## src/program.hex

```
// one 32-bit instruction word per line, starting at word address 0.
00ff0013
01fe0013
02fd0013
03fc0013
04fb0013
05fa0013
06f90013
07f80013
08f70013
09f60013
0af50013
0bf40013
0cf30013
0df20013
0ef10013
0ff00013
10ef0013
11ee0013
12ed0013
13ec0013
14eb0013
15ea0013
16e90013
17e80013
18e70013
19e60013
1ae50013
1be40013
1ce30013
1de20013
1ee10013
1fe00013
20df0013
21de0013
22dd0013
23dc0013
24db0013
25da0013
26d90013
27d80013
28d70013
29d60013
2ad50013
2bd40013
2cd30013
2dd20013
2ed10013
2fd00013
30cf0013
31ce0013
32cd0013
33cc0013
34cb0013
35ca0013
36c90013
37c80013
38c70013
39c60013
3ac50013
3bc40013
3cc30013
3dc20013
3ec10013
3fc00013

```

## src/ifetch_pkg.sv

```systemverilog
package ifetch_pkg;

    localparam int addr_w = 32;
    localparam int data_w = 32;

    localparam int default_lines       = 8;
    localparam int default_mem_words   = 64;
    localparam int default_mem_latency = 3; // cycles from accepted request to ready.

    // icache sequencing: look up, then refill on a miss.
    typedef enum logic [1:0] {
        idle,
        compare_tag,
        allocate
    } cache_state_t;

    typedef enum logic {
        reset_wait,
        fetching
    } fetch_state_t;

endpackage
```

## src/fetch_ifs.sv

```systemverilog
interface cpu_cache_if;

    logic [ifetch_pkg::addr_w-1:0] addr;
    logic                          valid; // held until ready.
    logic [ifetch_pkg::data_w-1:0] data;
    logic                          ready; // one-cycle strobe, data valid with it.

    modport requester (
        output addr,
        output valid,
        input  data,
        input  ready
    );

    modport responder (
        input  addr,
        input  valid,
        output data,
        output ready
    );

endinterface

interface cache_mem_if;

    logic [ifetch_pkg::addr_w-1:0] addr;
    logic                          valid;
    logic [ifetch_pkg::data_w-1:0] data;
    logic                          ready;

    modport requester (
        output addr,
        output valid,
        input  data,
        input  ready
    );

    modport responder (
        input  addr,
        input  valid,
        output data,
        output ready
    );

endinterface

```

## src/ifetch_top.sv

```systemverilog
module ifetch_top #(
    parameter int lines       = ifetch_pkg::default_lines,
    parameter int mem_words   = ifetch_pkg::default_mem_words,
    parameter int mem_latency = ifetch_pkg::default_mem_latency
) (
    input  logic                          clk,
    input  logic                          rst,
    input  logic                          redirect_valid,
    input  logic [ifetch_pkg::addr_w-1:0] redirect_pc,
    output logic                          instr_valid,
    output logic [ifetch_pkg::addr_w-1:0] instr_pc,
    output logic [ifetch_pkg::data_w-1:0] instr
);

    cpu_cache_if cpu_bus ();
    cache_mem_if mem_bus ();

    fetch_unit #(
        .mem_words (mem_words)
    ) fetch_unit_inst (
        .clk            (clk),
        .rst            (rst),
        .redirect_valid (redirect_valid),
        .redirect_pc    (redirect_pc),
        .req            (cpu_bus.requester),
        .instr_valid    (instr_valid),
        .instr_pc       (instr_pc),
        .instr          (instr)
    );

    icache #(
        .lines     (lines),
        .mem_words (mem_words)
    ) icache_inst (
        .clk (clk),
        .rst (rst),
        .cpu (cpu_bus.responder),
        .mem (mem_bus.requester)
    );

    instr_mem #(
        .mem_words   (mem_words),
        .mem_latency (mem_latency)
    ) instr_mem_inst (
        .clk  (clk),
        .rst  (rst),
        .port (mem_bus.responder)
    );

endmodule

```

## src/instr_mem.sv

```systemverilog
module instr_mem #(
    parameter int mem_words   = ifetch_pkg::default_mem_words,
    parameter int mem_latency = ifetch_pkg::default_mem_latency
) (
    input  logic           clk,
    input  logic           rst,
    cache_mem_if.responder port
);

    localparam int idx_w = $clog2(mem_words);
    localparam int cnt_w = $clog2(mem_latency + 1);
    localparam logic [cnt_w-1:0] cnt_last = cnt_w'(mem_latency);

    logic [ifetch_pkg::data_w-1:0] rom [mem_words];

    logic             busy;
    logic [cnt_w-1:0] cnt;
    logic [idx_w-1:0] word_idx;
    logic             accept;

    initial
    begin
        $readmemh("/design/src/program.hex", rom);
    end

    assign accept     = port.valid && !busy;
    assign port.ready = busy && (cnt == cnt_last);
    assign port.data  = rom[word_idx];

    always_ff @(posedge clk)
    begin
        if (rst)
        begin
            busy <= 1'b0;
            cnt  <= '0;
        end
        else if (accept)
        begin
            busy <= 1'b1;
            cnt  <= 1; // the cycle after acceptance counts as the first.
        end
        else if (port.ready)
            busy <= 1'b0;
        else if (busy)
            cnt <= cnt + 1'b1;
    end

    always_ff @(posedge clk)
    begin
        if (accept)
            word_idx <= port.addr[idx_w+1:2];
    end

    // while counting, the only request on the port is the one being served.
    assert property (@(posedge clk) disable iff (rst)
        busy |-> port.valid && (port.addr[idx_w+1:2] == word_idx));

endmodule

```

## src/icache.sv

```systemverilog
module icache #(
    parameter int lines     = ifetch_pkg::default_lines,
    parameter int mem_words = ifetch_pkg::default_mem_words
) (
    input  logic            clk,
    input  logic            rst,
    cpu_cache_if.responder  cpu,
    cache_mem_if.requester  mem
);

    localparam int idx_w     = $clog2(lines);
    localparam int mem_idx_w = $clog2(mem_words);
    localparam int tag_w     = mem_idx_w - idx_w; // addresses past the ROM alias onto it.

    ifetch_pkg::cache_state_t state;
    ifetch_pkg::cache_state_t state_next;

    logic [lines-1:0]              line_valid;
    logic [tag_w-1:0]              tag_arr  [lines];
    logic [ifetch_pkg::data_w-1:0] data_arr [lines];

    logic [idx_w-1:0] index;
    logic [tag_w-1:0] tag;
    logic             hit;
    logic             refill;

    assign index  = cpu.addr[idx_w+1:2];
    assign tag    = cpu.addr[mem_idx_w+1:idx_w+2];
    assign hit    = line_valid[index] && (tag_arr[index] == tag);
    assign refill = (state == ifetch_pkg::allocate) && mem.ready;

    assign cpu.ready = (state == ifetch_pkg::compare_tag) && hit;
    assign cpu.data  = data_arr[index];

    // the miss is requested straight from compare_tag to save a cycle.
    assign mem.valid = ((state == ifetch_pkg::compare_tag) && !hit)
                     || (state == ifetch_pkg::allocate);
    assign mem.addr  = {cpu.addr[ifetch_pkg::addr_w-1:2], 2'b00};

    always_comb
    begin
        state_next = state;
        case (state)
            ifetch_pkg::idle:
                if (cpu.valid)
                    state_next = ifetch_pkg::compare_tag;
            ifetch_pkg::compare_tag:
                state_next = hit ? ifetch_pkg::idle : ifetch_pkg::allocate;
            ifetch_pkg::allocate:
                if (mem.ready)
                    state_next = ifetch_pkg::compare_tag; // looks up again and hits.
            default:
                state_next = ifetch_pkg::idle;
        endcase
    end

    always_ff @(posedge clk)
    begin
        if (rst)
        begin
            state      <= ifetch_pkg::idle;
            line_valid <= '0;
        end
        else
        begin
            state <= state_next;
            if (refill)
                line_valid[index] <= 1'b1;
        end
    end

    always_ff @(posedge clk)
    begin
        if (refill)
        begin
            tag_arr[index]  <= tag;
            data_arr[index] <= mem.data;
        end
    end

    // a hit is only ever reported against a live request.
    assert property (@(posedge clk) disable iff (rst)
        cpu.ready |-> cpu.valid && (state == ifetch_pkg::compare_tag));

    assert property (@(posedge clk) disable iff (rst)
        mem.valid && !mem.ready |=> mem.valid && $stable(mem.addr));

    // the fetch unit must hold its address until the answer comes back.
    assert property (@(posedge clk) disable iff (rst)
        cpu.valid && !cpu.ready |=> $stable(cpu.addr));

endmodule

```

## src/fetch_unit.sv

```systemverilog
module fetch_unit #(
    parameter int mem_words = ifetch_pkg::default_mem_words
) (
    input  logic                          clk,
    input  logic                          rst,
    input  logic                          redirect_valid,
    input  logic [ifetch_pkg::addr_w-1:0] redirect_pc,
    cpu_cache_if.requester                req,
    output logic                          instr_valid,
    output logic [ifetch_pkg::addr_w-1:0] instr_pc,
    output logic [ifetch_pkg::data_w-1:0] instr
);

    localparam logic [ifetch_pkg::addr_w-1:0] pc_mask = mem_words * 4 - 1;

    ifetch_pkg::fetch_state_t      state;
    logic                          redirect_pending;
    logic [ifetch_pkg::addr_w-1:0] redirect_target;
    logic [ifetch_pkg::addr_w-1:0] next_pc;
    logic                          done;

    assign done = (state == ifetch_pkg::fetching) && req.ready;

    // a redirect in the completing cycle itself takes effect at once.
    always_comb
    begin
        if (redirect_valid)
            next_pc = {redirect_pc[ifetch_pkg::addr_w-1:2], 2'b00};
        else if (redirect_pending)
            next_pc = redirect_target;
        else
            next_pc = (req.addr + 4) & pc_mask; // wraps at the end of the ROM.
    end

    always_ff @(posedge clk)
    begin
        if (rst)
        begin
            state            <= ifetch_pkg::reset_wait;
            req.valid        <= 1'b0;
            req.addr         <= '0;
            instr_valid      <= 1'b0;
            redirect_pending <= 1'b0;
        end
        else
        begin
            instr_valid <= done;
            if (state == ifetch_pkg::reset_wait)
            begin
                state     <= ifetch_pkg::fetching;
                req.valid <= 1'b1; // first request goes out at pc 0.
            end
            if (done)
            begin
                req.addr         <= next_pc;
                redirect_pending <= 1'b0;
            end
            else if (redirect_valid)
                redirect_pending <= 1'b1; // held until the fetch in flight returns.
        end
    end

    always_ff @(posedge clk)
    begin
        if (redirect_valid)
            redirect_target <= {redirect_pc[ifetch_pkg::addr_w-1:2], 2'b00};
        if (done)
        begin
            instr_pc <= req.addr;
            instr    <= req.data;
        end
    end

endmodule

```

## config.mk

```make
export PLATFORM = sky130hd
export DESIGN_NAME = ifetch_top
export DESIGN_NICKNAME = d
export VERILOG_FILES = /design/src/ifetch_pkg.sv /design/src/fetch_ifs.sv /design/src/ifetch_top.sv /design/src/instr_mem.sv /design/src/icache.sv /design/src/fetch_unit.sv
export SDC_FILE = /design/constraint.sdc
export NUM_CORES = 1
export LEC_CHECK = 0
export BUFFER_PORTS_ARGS = -buffer_cell sky130_fd_sc_hd__buf_4
export CORE_ASPECT_RATIO = 0.9
export CORE_MARGIN = 2
export CORE_UTILIZATION = 40
export DETAILED_ROUTE_END_ITERATION = 8
export PLACE_DENSITY = 0.62
export SLEW_MARGIN = 20
export SYNTH_ARGS = -nofsm -noshare
export SYNTH_HDL_FRONTEND = slang
export SYNTH_SLANG_ARGS = --single-unit
```

## constraint.sdc

```tcl
create_clock -name clk -period 4.1 [get_ports clk]
set_clock_uncertainty 0.05 [all_clocks]
set_input_delay 0.205 -clock clk [delete_from_list [all_inputs] [get_ports clk]]
set_output_delay 0.205 -clock clk [all_outputs]
set_load 0.05 [all_outputs]
```

## After elaboration in Yosys (flattened, before gate mapping)

Memories as Yosys holds them, arrays and structs flattened. A register that Yosys moved wholly into a read port is not among the register bits.
Index checks and enable logic that the tools add are counted.

| storage, ports and cells | value |
|---|---|
| register bits | 111 |
| latch bits | 0 |
| RAM bits | 280 |
| memory bits (read-only) | 0 |
| bits of input ports | 35 |
| output and inout port bits | 65 |
| logic and storage cells | 66 |
| memories | 2 |

| cells by class | value |
|---|---|
| add/sub/neg operators | 2 |
| $mul | 0 |
| divide/modulo/power cells | 0 |
| $lt $le $gt $ge | 2 |
| equality and inequality tests | 7 |
| shift-type cells | 0 |
| multiplexer cells | 20 |
| bitwise gates (word level) | 2 |
| reductions and logical operators | 19 |

Memory list:

| name | depth | bits a word | rd ports | clocked after Yosys merged registers in | wr ports | line | RTL |
|---|---|---|---|---|---|---|---|
| icache_inst.data_arr | 8 | 32 | 1 | 1 | 1 | icache.sv:20 | `logic [ifetch_pkg::data_w-1:0] data_arr [lines];` |
| icache_inst.tag_arr | 8 | 3 | 1 | 1 | 1 | icache.sv:19 | `logic [tag_w-1:0] tag_arr [lines];` |

Operators by type and width:

| cell | count |
|---|---|
| 32-bit two-way mux | 2 |
| 1-bit two-way mux | 10 |
| 8-bit by 3-bit adder with 8-bit output (second input constant) | 1 |
| 1-bit logical AND | 8 |
| 8-bit OR | 1 |
| 2-bit two-way mux | 3 |
| 3-bit two-way mux | 2 |
| 2-bit one-hot mux with 3 select lines | 1 |
| 2-bit AND reduction | 3 |
| 2-bit equality test (second input constant) | 2 |
| 3-bit by 4-bit < comparator with 1-bit output (second input constant) | 1 |
| 2-bit by 1-bit inequality test with 1-bit output (second input constant) | 2 |
| 2-bit nonzero test | 2 |
| 2-bit OR reduction | 2 |
| 1-bit binary-select mux with 3-bit select | 1 |
| 1-bit demux with 3-bit select | 1 |
| 3-bit equality test | 1 |
| 3-bit by 1-bit >= comparator with 1-bit output (second input constant) | 1 |
| 2-bit by 1-bit adder with 2-bit output (second input constant) | 1 |
| 2-bit by 1-bit equality test with 1-bit output (second input constant) | 1 |
| 1-bit logical NOT | 2 |
| 2-bit logical NOT | 1 |
| 2-bit inequality test (second input constant) | 1 |
| 1-bit logical OR | 1 |
| 1-bit NOT | 1 |

## Depth between registers and ports, before layout

Gate-level depths: netlist (run 1).

| depth | value |
|---|---|
| word-level depth | 9 |
| mapped depth | 8 |
| gate-level depth less buffers | 6 |

## Modules after synthesis

From an unflattened synthesis (run 1), not the netlist that was laid out.

| unflattened totals | value |
|---|---|
| cell total of the unflattened synthesis | 963 |
| area total of the unflattened synthesis | 16001.6 um^2 |

By module, submodules not included:

| module | times used | cells an instance | area an instance (um^2) | sequential area each (um^2) |
|---|---|---|---|---|
| icache | 1 | 646 | 11323.4 | 8608.3 |
| fetch_unit | 1 | 268 | 4285.4 | 3443.3 |
| instr_mem | 1 | 49 | 392.9 | 60.1 |

## Worst setup path after synthesis (run 1)

OpenSTA, ideal clock, no wires.

| timing | value |
|---|---|
| path type | reg-to-reg |
| start | register with a tool-made name |
| end | register fetch_unit_inst.instr_pc[10] in the netlist's numbering (enable) |
| library setup time | 0.385 ns |
| data arrival time | 2.229 ns |
| data required time | 3.665 ns |
| slack | 1.437 ns |
| cell stages (with the launch flop) | 9 |
| buffers on the path | 3 |
| period minus slack after synthesis | 2.663 ns |
| cell sequence | dfxtp_1 buf_4 mux2i_1 mux4_2 xor2_1 nand4_1 buf_6 buf_12 inv_1 |

RTL lines:

| item | line | RTL |
|---|---|---|
| to (signal assigned) | fetch_unit.sv:69 | `instr_pc <= req.addr;` |
| to (decl) | fetch_unit.sv:10 | `output logic [ifetch_pkg::addr_w-1:0] instr_pc,` |

## Final worst setup path (run 1)

| timing | value |
|---|---|
| start | register fetch_unit_inst.req.addr[3] |
| end | register fetch_unit_inst.req.addr[7] |

| between the ends | value |
|---|---|
| word-level cells in the longest chain between the ends | 5 |
| elaborated cells on any way between the ends | 8 |
| classes of those cells | add/sub (1); mux (4); reduce/logical (3) |

Ends and longest elaborated chain:

| item | line | RTL |
|---|---|---|
| from (decl) | fetch_ifs.sv:9 | `output addr,` |
| from (signal assigned) | fetch_unit.sv:55 | `req.addr <= next_pc;` |
| branches (longest 5 deep; another with 8-bit by 3-bit adder with 8-bit output) | n/a |  |

Parallel ways; which one is timed is not known. The select of a mux whose other input is x is not followed.
A chain may end at the register's enable or synchronous reset.

==> flow_summary.toml, run 1 <==
[route]
firstDrtPassIters = 4
wl_met3_um = 493
wl_met1_um = 4737
viasPerCell = 4.782
maxUsedRoutingLayer = "met4"
wire_per_inst_um = 14.79
num_vias = 3261
route.detailed.drc = 0
drt-initial-drc-count = 243
wl_met2_um = 4690
postRouteAntennaNets = 0
routed_wl_um = 10080

[power]
p_leak_uw = 0.002673
p_sw_uw = 670.7
p_per_area_nw_per_um2 = 448.4
power_frac_seq_pct = 48.7
p_int_uw = 2348
peakVddDrop_mv = 0.3313
swShare_pct = 22.22
pwr-share-comb_pct = 6.5
clkPwrFrac_pct = 44.8

[synthesis]
synth_compound_area_share_pct = 6.364
synthMuxAreaShare_pct = 11.47
synth_edf_count = 84
synth_area_um2 = 5485
ys_ff_latch = 134
ys_types = 37
avgSynthCellArea_um2 = 13.31
synth-simple-area-share_pct = 8.371
yosysSeqAreaShare_pct = 64.23
syn_inst = 412
synthAdderAreaFrac_pct = 0.4562
synth-async-reset-ratio_pct = 0
synth_top_family_by_area = "multiplexers"
ys.flop_type = "edfxtp_1"
synth-xor-area-share_pct = 1.118
yosys_warnings = 0

[clock_network]
cts_buffers = 17
ctsLongestPathBuffers = 2
cts_root_buf = "clkbuf_16"
cts_setup_buffers = 0
insertion_delay_ns = 0.42
hold_buffers = 30
cts_sinks = 134
htree_levels = 4
cts_tree = "yes"
clk_pin_slew_ns = 0.05
postCtsResizedCells = 0

[worst_setup_path]
slowest_delay_ns = 0.67
worstPathArrival_ns = 3.32
path_cells = "mux4_1, mux2_2, and4b_1, nand4_1, buf_4, mux2_2"
crit_slowest_cell = "mux4_1"
worst-path-max-fanout = 13
start_kind = "register"
crit_required_ns = 4.35
critPathTopFamily = "multiplexers"
setup.worst_path.end_class = "register"
cp_common_cell = "mux2_2"
critPathBufInv = 1
crit_type = "register to register"

[cells_and_area]
final_cell_mix = "edfxtp_1, buf_4, nand2_1"
syn2layout_area_growth_pct = 22.72
drive_above_1_share_pct = 20.23
post-route-cell-area_um2 = 6731
layout_commonest_cell = "edfxtp_1"
final_nets = 539
diodes = 0
fillers = 1130

[sta]
clock.fmax_mhz = 325.9
fin_crit_ns = 3.068
rsz0062_at_grt = "no"
slew_headroom_pct = 30.15
worst_pin_slew_ns = 1.043
final_hold_viol_count = 0
setup_violations = 0
fin_tns_setup_ns = 0
maxSlewViolCount = 0
fin_crit_sh_pct = 74.84
setup_ws_ns = 1.032
holdWs_ns = 0.07365

[floorplan]
floorplan.die_area_um2 = 14670
fp.coreArea_um2 = 13360
die_h_um = 115.1
rows = 40
initial_core_util_pct = 41.05
top_level_ports = 100
fp.dieW_um = 127.4

[place]
gp_congestion = 0.7637
post-place-ws_ns = 1.013
io_buffers = 63
dp.final_hpwl_um = 6328
placed_area_um2 = 5906

[run]
drv_cap = 0

[global_routing]
grt_pass1_vias = 3226
grt_max_degree = 61
grt_usage_pct = 14.61
antenna_found_initial = 0
grt_overflow_total = 0
grt_first_pass_wirelength_um = 16240

[worst_hold_path]
hold_class = "input port to register"

[status]
run_status = "finished clean"
-- cells by family after synthesis --
family	Yosys count
simple gates	107
flops	134
other cells	1
compound gates	43
xor+xnor	7
fa+ha+maj	2
mux	55
buf+inv	63
-- final cells by class --
cell class / instances / area, µm² / area share [%]
sequential: 134 / 3523 / 52.34
timing repair buffer: 97 / 803.3 / 11.93
multi-input combinational: 248 / 1654 / 24.57
inverter: 4 / 15.01 / 0.2230
clock inverter: 10 / 85.08 / 1.264
clock buffer: 21 / 440.4 / 6.543
tap: 168 / 210.2 / 3.123
-- cells in the mapped netlist, types with 4 or more instances --
cell,number,area (µm²)
a22o_1,24,210.2
nor2_1,19,71.32
o211ai_1,5,37.54
mux2_2,7,78.83
clkbuf_1,16,60.06
a21oi_1,5,25.02
nand2_1,62,232.7
nand2b_1,5,31.28
nor2b_1,5,31.28
nor3_1,7,35.03
xor2_1,4,35.03
edfxtp_1,84,2522
buf_4,35,262.8
inv_1,4,15.01
dfxtp_1,50,1001
mux2i_1,43,430.4
-- power by group through the flow --
| stage | Clock, µW | Combinational (µW) | Sequential (µW) |
|---|---|---|---|
| 2_1_floorplan | 0 | 157 | 1490 |
| 6_report | 1350 | 197 | 1470 |
| 5_1_grt | 1440 | 212 | 1470 |
| 4_1_cts | 1380 | 196 | 1470 |
| 3_3_place_gp | 0 | 171 | 1500 |
| 3_5_place_dp | 0 | 173 | 1500 |
-- state kept, by name (all words and copies together), names as in the netlist, named ones only --
register and count:
fetch_unit_inst.instr_pc 30, fetch_unit_inst.instr_valid 1, fetch_unit_inst.redirect_pending 1, fetch_unit_inst.redirect_target 30, fetch_unit_inst.req.addr 30, fetch_unit_inst.req.valid 1, fetch_unit_inst.state 1, icache_inst.line_valid 8
icache_inst.state 2, icache_inst.tag_arr 24, instr_mem_inst.busy 1, instr_mem_inst.cnt 2
-- metal layers --
metal	vias to the layer above	track usage (%)
met5	-	0
met2	98	22.53
met3	14	4.933
met1	1551	18.88
met4	0	6.447
li1	1598	-
-- per-stage QoR --
step | instances | power, µW | util (%)
after global placement | 621 | 1667 | 44.19
after CTS | 682 | 3043 | 50.37
after floorplan | 445 | 1649 | -
after global routing | 682 | 3124 | 50.37
final | 682 | 3018 | 50.37
after detailed placement | 621 | 1671 | 44.19
-- worst paths after layout --
| path | slack [ns] | startpoint | cells after the start | to |
|---|---|---|---|---|
| worst max-delay path | 1.03 | fetch_unit_inst.req.addr[3] | 6 | fetch_unit_inst.req.addr[7] |
| worst min register to register | 0.38 | fetch_unit_inst.req.addr[25] | 0 | fetch_unit_inst.instr_pc[25] |
| worst max register to register | 1.03 | fetch_unit_inst.req.addr[3] | 6 | fetch_unit_inst.req.addr[7] |
| worst min-delay path | 0.07 | rst | 2 | icache_inst.state[1] |
-- worst register-to-register path: cells and delay by family (launching register included) --
family / cells / cell delay, ns
AND/OR/NAND/NOR: 2 / 0.62
buffers and inverters: 1 / 0.36
flip-flops: 1 / 0.59
multiplexers: 3 / 1.33
No activity file was read; power rests on OpenSTA's default activity.
==> run 2: changes to the inputs <==
--- a/config.mk
+++ b/config.mk
@@ -5,6 +5,7 @@
 export SDC_FILE = /design/constraint.sdc
 export NUM_CORES = 1
 export LEC_CHECK = 0
+export ABC_AREA = 1
 export BUFFER_PORTS_ARGS = -buffer_cell sky130_fd_sc_hd__buf_4
 export CORE_ASPECT_RATIO = 0.9
 export CORE_MARGIN = 2
==> constraint.sdc (replaced) <==
create_clock -name clk -period 3 [get_ports clk]
set_clock_uncertainty 0.05 [all_clocks]
set_input_delay 0.15 -clock clk [delete_from_list [all_inputs] [get_ports clk]]
set_output_delay 0.15 -clock clk [all_outputs]
set_load 0.05 [all_outputs]
==> flow_summary.toml, run 2 <==
[worst_hold_path]
hold_class = "input port to register"
hold_path_depth = 2

[clock_network]
cts_tree = "yes"
clk_pin_slew_ns = 0.06
insertion_delay_ns = 0.41
cts_sinks = 134
htree_levels = 4
postCtsResizedCells = 0
cts_buffers = 17
cts_root_buf = "clkbuf_16"
ctsLongestPathBuffers = 2

[cells_and_area]
top_regs = "fetch_unit_inst.instr_pc: 30 flops, fetch_unit_inst.redirect_target: 30 flops, fetch_unit_inst.req.addr: 30 flops"
syn2layout_area_growth_pct = 27.93
stdcell_count = 784
layout_commonest_cell = "nand2_1"
final_nets = 640
seq_area_um2 = 3523
fillers = 1132
multiInputGateArea_um2 = 1450
drive_above_1_share_pct = 17.53
final_core_util_pct = 52.11
final_cell_mix = "nand2_1, edfxtp_1, buf_4"
diodes = 0

[status]
run_status = "finished clean"

[worst_setup_path]
rr_worst_depth = 13
setup.worst_path.end_class = "register"
worstPathArrival_ns = 2.52
start_kind = "register"
worst-path-max-fanout = 27
crit_type = "register to register"
crit_required_ns = 3.06

[sta]
final_hold_viol_count = 0
worst_pin_slew_ns = 1.003
fin_crit_sh_pct = 82.24
fin_tns_setup_ns = 0
maxSlewViolCount = 0
slew_headroom_pct = 33.05
rsz0062_at_grt = "no"
setup_violations = 0
clock.fmax_mhz = 405.3
fin_crit_ns = 2.467

[floorplan]
fp.coreArea_um2 = 13260
initial_core_util_pct = 40.74
floorplan.die_area_um2 = 14450
rows = 40
die_h_um = 114.3
top_level_ports = 100
fp.dieW_um = 126.5

[power]
p_leak_uw = 0.002988
p_sw_uw = 923.4
swShare_pct = 19.62
p_per_area_nw_per_um2 = 681.0
clkPwrFrac_pct = 51.7
peakVddDrop_mv = 0.4610
p_int_uw = 3784
pwr-share-comb_pct = 5.6
finalPower_uw = 4707
power_frac_seq_pct = 42.7

[route]
routed_wl_um = 10470
wire_per_inst_um = 13.35
route.detailed.drc = 0
drt-initial-drc-count = 204
num_vias = 3588
firstDrtPassIters = 5
viasPerCell = 4.577
postRouteAntennaNets = 0

[synthesis]
ys_ff_latch = 134
yosysTopAreaCellShare_pct = 46.69
synth_edf_count = 84
yosysSeqAreaShare_pct = 65.22
synthTopCellsByArea = "edfxtp_1, dfxtp_1, nand2_1, nand3_1, buf_4"
yosys_warnings = 0
synth_most_common_cell = "nand2_1"
ys_types = 29
synth-async-reset-ratio_pct = 0
synth_top_area_cell = "edfxtp_1"
avgSynthCellArea_um2 = 10.68
synth_area_um2 = 5403
ys.flop_type = "edfxtp_1"
syn_inst = 506
synth_commonest_cells = "nand2_1, edfxtp_1, nand3_1, dfxtp_1, inv_1"

[global_routing]
grt_pass1_vias = 3672
grt_overflow_total = 0
grt_usage_pct = 15.66
antenna_found_initial = 0
grt_first_pass_wirelength_um = 17460
grt_max_degree = 58

[run]
drv_cap = 0

[place]
gp_congestion = 0.8258
placed_cells = 722
dp.final_hpwl_um = 6695
io_buffers = 63
==> run 2: cell count changes after synthesis, moves of 4 or more <==
cell and change:
o211ai_1 -4, nand2b_1 -5, nor3_1 -5, nand3_1 +55, clkbuf_1 -8, inv_1 +41, mux2i_1 -42, nor2b_1 -5
nor2_1 +25, nand2_1 +50, mux2_2 -7
==> run 2: layout make-up <==
type,count,share of cell area [%]
Timing Repair Buffer,99,12.02
Sequential cell,134,50.98
Clock buffer,21,7.277
Tap cell,168,3.041
Multi-Input combinational cell,303,20.98
Inverter,48,2.607
Clock inverter,11,3.096
==> run 2: per-layer routing <==
layer / vias to the layer above / share of wire, % / global-route usage (%)
met5: - / 0 / 0
met2: 96 / 48 / 25.45
met4: 0 / 0.86 / 6.300
met3: 7 / 7.2 / 5.935
li1: 1825 / - / -
met1: 1660 / 44 / 18.89
==> run 2: path summary, 6_finish.rpt <==
kind / start / end / slack, ns
hold reg to reg: fetch_unit_inst.req.addr[11] / fetch_unit_inst.instr_pc[11] / 0.38
setup reg to reg: register / fetch_unit_inst.instr_pc[2] / 0.53
setup / recovery: register / fetch_unit_inst.instr_pc[2] / 0.53
hold / removal: rst / icache_inst.line_valid[5] / 0.02
==> run 2: repair_timing <==
action	CTS	global route
buffers inserted	0	0
hold buffers	30	0
endpoints found under the hold margin	34	0
==> run 2: critical path, cell delays in order, from the launching register on <==
cell and delay, ns:
dfxtp_1 0.58, inv_2 0.19, nand2_1 0.10, nand3_1 0.07
nand3_1 0.13, nand2_1 0.06, nand2_1 0.05, nand2_1 0.04
nor2_1 0.07, nand2_1 0.11, inv_2 0.08, nand2_4 0.10
inv_1 0.27, buf_12 0.24
==> run 2: power by group through the flow <==
stage               sequential, µW  clock (µW)  combinational, µW
finish                        2010        2430                263
global route                  2010        2560                285
CTS                           2010        2480                263
detailed placement            2050           0                230
global placement              2040           0                224
floorplan                     2040           0                205
==> run 2: logic make-up after synthesis <==
| family | share of synthesized area (%) |
|---|---|
| AO/OA/AOI/OAI | 5.558 |
| buffers and inverters | 10.24 |
| other | 0.06941 |
| multiplexers | 0.1853 |
| XOR/XNOR | 0.8105 |
| AND/OR/NAND/NOR | 17.46 |
| flip-flops | 65.22 |
| adder cells (fa/ha/maj) | 0.4631 |
==> run 2: per-stage QoR <==
stage               setup WS [ns]  area (µm²)  hold slack, ns
floorplan                  0.7302        5527          0.1989
global placement           0.5645        5894          0.2882
detailed placement         0.5518        5894          0.2913
CTS                        0.5331        6912        0.004305
global route               0.2804        6912         0.01372
finish                     0.5329        6912         0.02460
==> run 3: changes to the inputs <==
--- a/config.mk
+++ b/config.mk
@@ -5,13 +5,13 @@
 export SDC_FILE = /design/constraint.sdc
 export NUM_CORES = 1
 export LEC_CHECK = 0
-export ABC_AREA = 1
+export ABC_AREA = 0
 export BUFFER_PORTS_ARGS = -buffer_cell sky130_fd_sc_hd__buf_4
 export CORE_ASPECT_RATIO = 0.9
 export CORE_MARGIN = 2
 export CORE_UTILIZATION = 40
 export DETAILED_ROUTE_END_ITERATION = 8
-export PLACE_DENSITY = 0.62
+export PLACE_DENSITY = 0.64
 export SLEW_MARGIN = 20
 export SYNTH_ARGS = -nofsm -noshare
 export SYNTH_HDL_FRONTEND = slang
==> constraint.sdc (replaced) <==
create_clock -name clk -period 2.03 [get_ports clk]
set_clock_uncertainty 0.05 [all_clocks]
set_input_delay 0.1015 -clock clk [delete_from_list [all_inputs] [get_ports clk]]
set_output_delay 0.1015 -clock clk [all_outputs]
set_load 0.05 [all_outputs]
==> flow_summary.toml, run 3 (synthesis gave the netlist of run 1 again) <==
[route]
route.detailed.drc = 0
viasPerCell = 4.810
wire_per_inst_um = 16.06
wl_met1_um = 5313
firstDrtPassIters = 4
routed_wl_um = 11520
maxUsedRoutingLayer = "met4"
num_vias = 3449
wl_met3_um = 639
postRouteAntennaNets = 0
wl_met2_um = 5450
drt-initial-drc-count = 228

[power]
peakVddDrop_mv = 0.5205
p_per_area_nw_per_um2 = 904.3
p_leak_uw = 0.002912

[clock_network]
cts_root_buf = "clkbuf_16"
cts_buffers = 17
ctsLongestPathBuffers = 2
cts_tree = "yes"
htree_levels = 4
cts_sinks = 134
insertion_delay_ns = 0.41
clk_pin_slew_ns = 0.06

[run]
drv_cap = 0

[sta]
final_hold_viol_count = 0
holdWs_ns = 0.01941
fin_crit_sh_pct = 110.0
maxSlewViolCount = 0
rsz0062_at_grt = "yes"
worst_pin_slew_ns = 0.5182
setup_violations = 68
clock.fmax_mhz = 448.0
fin_crit_ns = 2.232
slew_headroom_pct = 65.32
setup_ws_ns = -0.2022

[worst_setup_path]
cp_common_cell = "buf_12"
rr_worst_depth = 8
crit_required_ns = 2.10
slowest_delay_ns = 0.50
worstPathArrival_ns = 2.30
timing.rr.end = "fetch_unit_inst.instr_pc[23]"
setup.worst_path.end_class = "register"
regToRegSetupSlack_ns = -0.20
critPathTopFamily = "multiplexers"
crit_slowest_cell = "mux4_2"
crit_type = "register to register"
start_kind = "register"
critPathBufInv = 4
worst-path-max-fanout = 17
path_cells = "buf_12, mux2i_1, mux4_2, xor2_2, nand4_1, buf_6, clkinvlp_4, buf_12"

[cells_and_area]
drive_above_1_share_pct = 27.69
top_regs = "fetch_unit_inst.instr_pc: 30 flops, fetch_unit_inst.redirect_target: 30 flops, fetch_unit_inst.req.addr: 30 flops"
layout_commonest_cell = "buf_4"
final_nets = 573
final_cell_mix = "buf_4, edfxtp_1, nand2_1"
syn2layout_area_growth_pct = 32.50
diodes = 0

[floorplan]
top_level_ports = 100
die_h_um = 115.1
fp.coreArea_um2 = 13360
floorplan.die_area_um2 = 14670
initial_core_util_pct = 41.05
fp.dieW_um = 127.4
rows = 40

[worst_hold_path]
hold_class = "input port to register"
hold_path_depth = 1
min_from = "redirect_valid"
whs_endpoint = "fetch_unit_inst.redirect_target[5]"

[status]
run_status = "finished with violations"
violations = "setup timing"

[global_routing]
grt_first_pass_wirelength_um = 18000
grt_usage_pct = 16.09
grt_overflow_total = 0
antenna_found_initial = 0
grt_pass1_vias = 3403
grt_max_degree = 45

[place]
post-place-ws_ns = -0.2586
io_buffers = 63
gp_congestion = 0.7845
dp.final_hpwl_um = 7425
-- run 3: final cells by class --
| cell class | count | area, µm² |
|---|---|---|
| Fill cell | 1087 | 6095 |
| Sequential cell | 134 | 3528 |
| Clock buffer | 18 | 429.2 |
| Timing Repair Buffer | 131 | 1194 |
| Tap cell | 168 | 210.2 |
| Multi-Input combinational cell | 248 | 1704 |
| Clock inverter | 14 | 183.9 |
| Inverter | 4 | 18.77 |
-- run 3: worst max-delay path by stage --
| stage | end | slack, ns | cells after the start |
|---|---|---|---|
| 2_1_floorplan | fetch_unit_inst.instr_pc[10] | -0.57 | 8 |
| 3_3_place_gp | fetch_unit_inst.req.addr[4] | -0.27 | 6 |
| 3_5_place_dp | fetch_unit_inst.instr_pc[19] | -0.26 | 7 |
| 4_1_cts | fetch_unit_inst.req.addr[7] | -0.19 | 7 |
| 5_1_grt | fetch_unit_inst.req.addr[16] | -0.25 | 8 |
| 6_report | fetch_unit_inst.instr_pc[23] | -0.20 | 8 |
-- run 3: routing by layer --
| metal | GRT usage (%) | vias to the layer above |
|---|---|---|
| met2 | 24.96 | 108 |
| met5 | 0 | - |
| met3 | 4.886 | 7 |
| met1 | 21.90 | 1668 |
| li1 | - | 1666 |
| met4 | 5.055 | 0 |
-- run 3: per-stage QoR --
stage / instances / instance area, µm² / utilization (%) / power, µW / TNS [ns]
detailed placement: 648 / 6172 / 46.19 / 3384 / -14.46
global route: 717 / 7268 / 54.39 / 6788 / -14.56
CTS: 717 / 7248 / 54.24 / 6608 / -10.40
finish: 717 / 7268 / 54.39 / 6573 / -10.75
floorplan: 445 / 5610 / - / 3330 / -17.39
global placement: 648 / 6172 / 46.19 / 3375 / -14.57
-- run 3: where the power goes --
group	internal (µW)	leakage (µW)	switching, µW
Combinational	151	0.00148	266
Clock	2050	0.000295	1140
Sequential	2940	0.00113	31.2
-- run 3: worst register-to-register path: cells and delay by family (launching register included) --
kind	cells	cell delay, ns
XOR/XNOR	1	0.20
buffers and inverters	4	0.57
flip-flops	1	0.32
multiplexers	2	0.63
AND/OR/NAND/NOR	1	0.15
-- run 3: what timing repair did --
action / 4_1_cts / 5_1_grt
resized for setup: 18 / 5
pin swaps: 2 / 2
hold buffers: 32 / 0
setup buffers: 3 / 0
cloned: 2 / 0
setup endpoints to repair: 68 / 68
endpoints found under the hold margin: 40 / 0
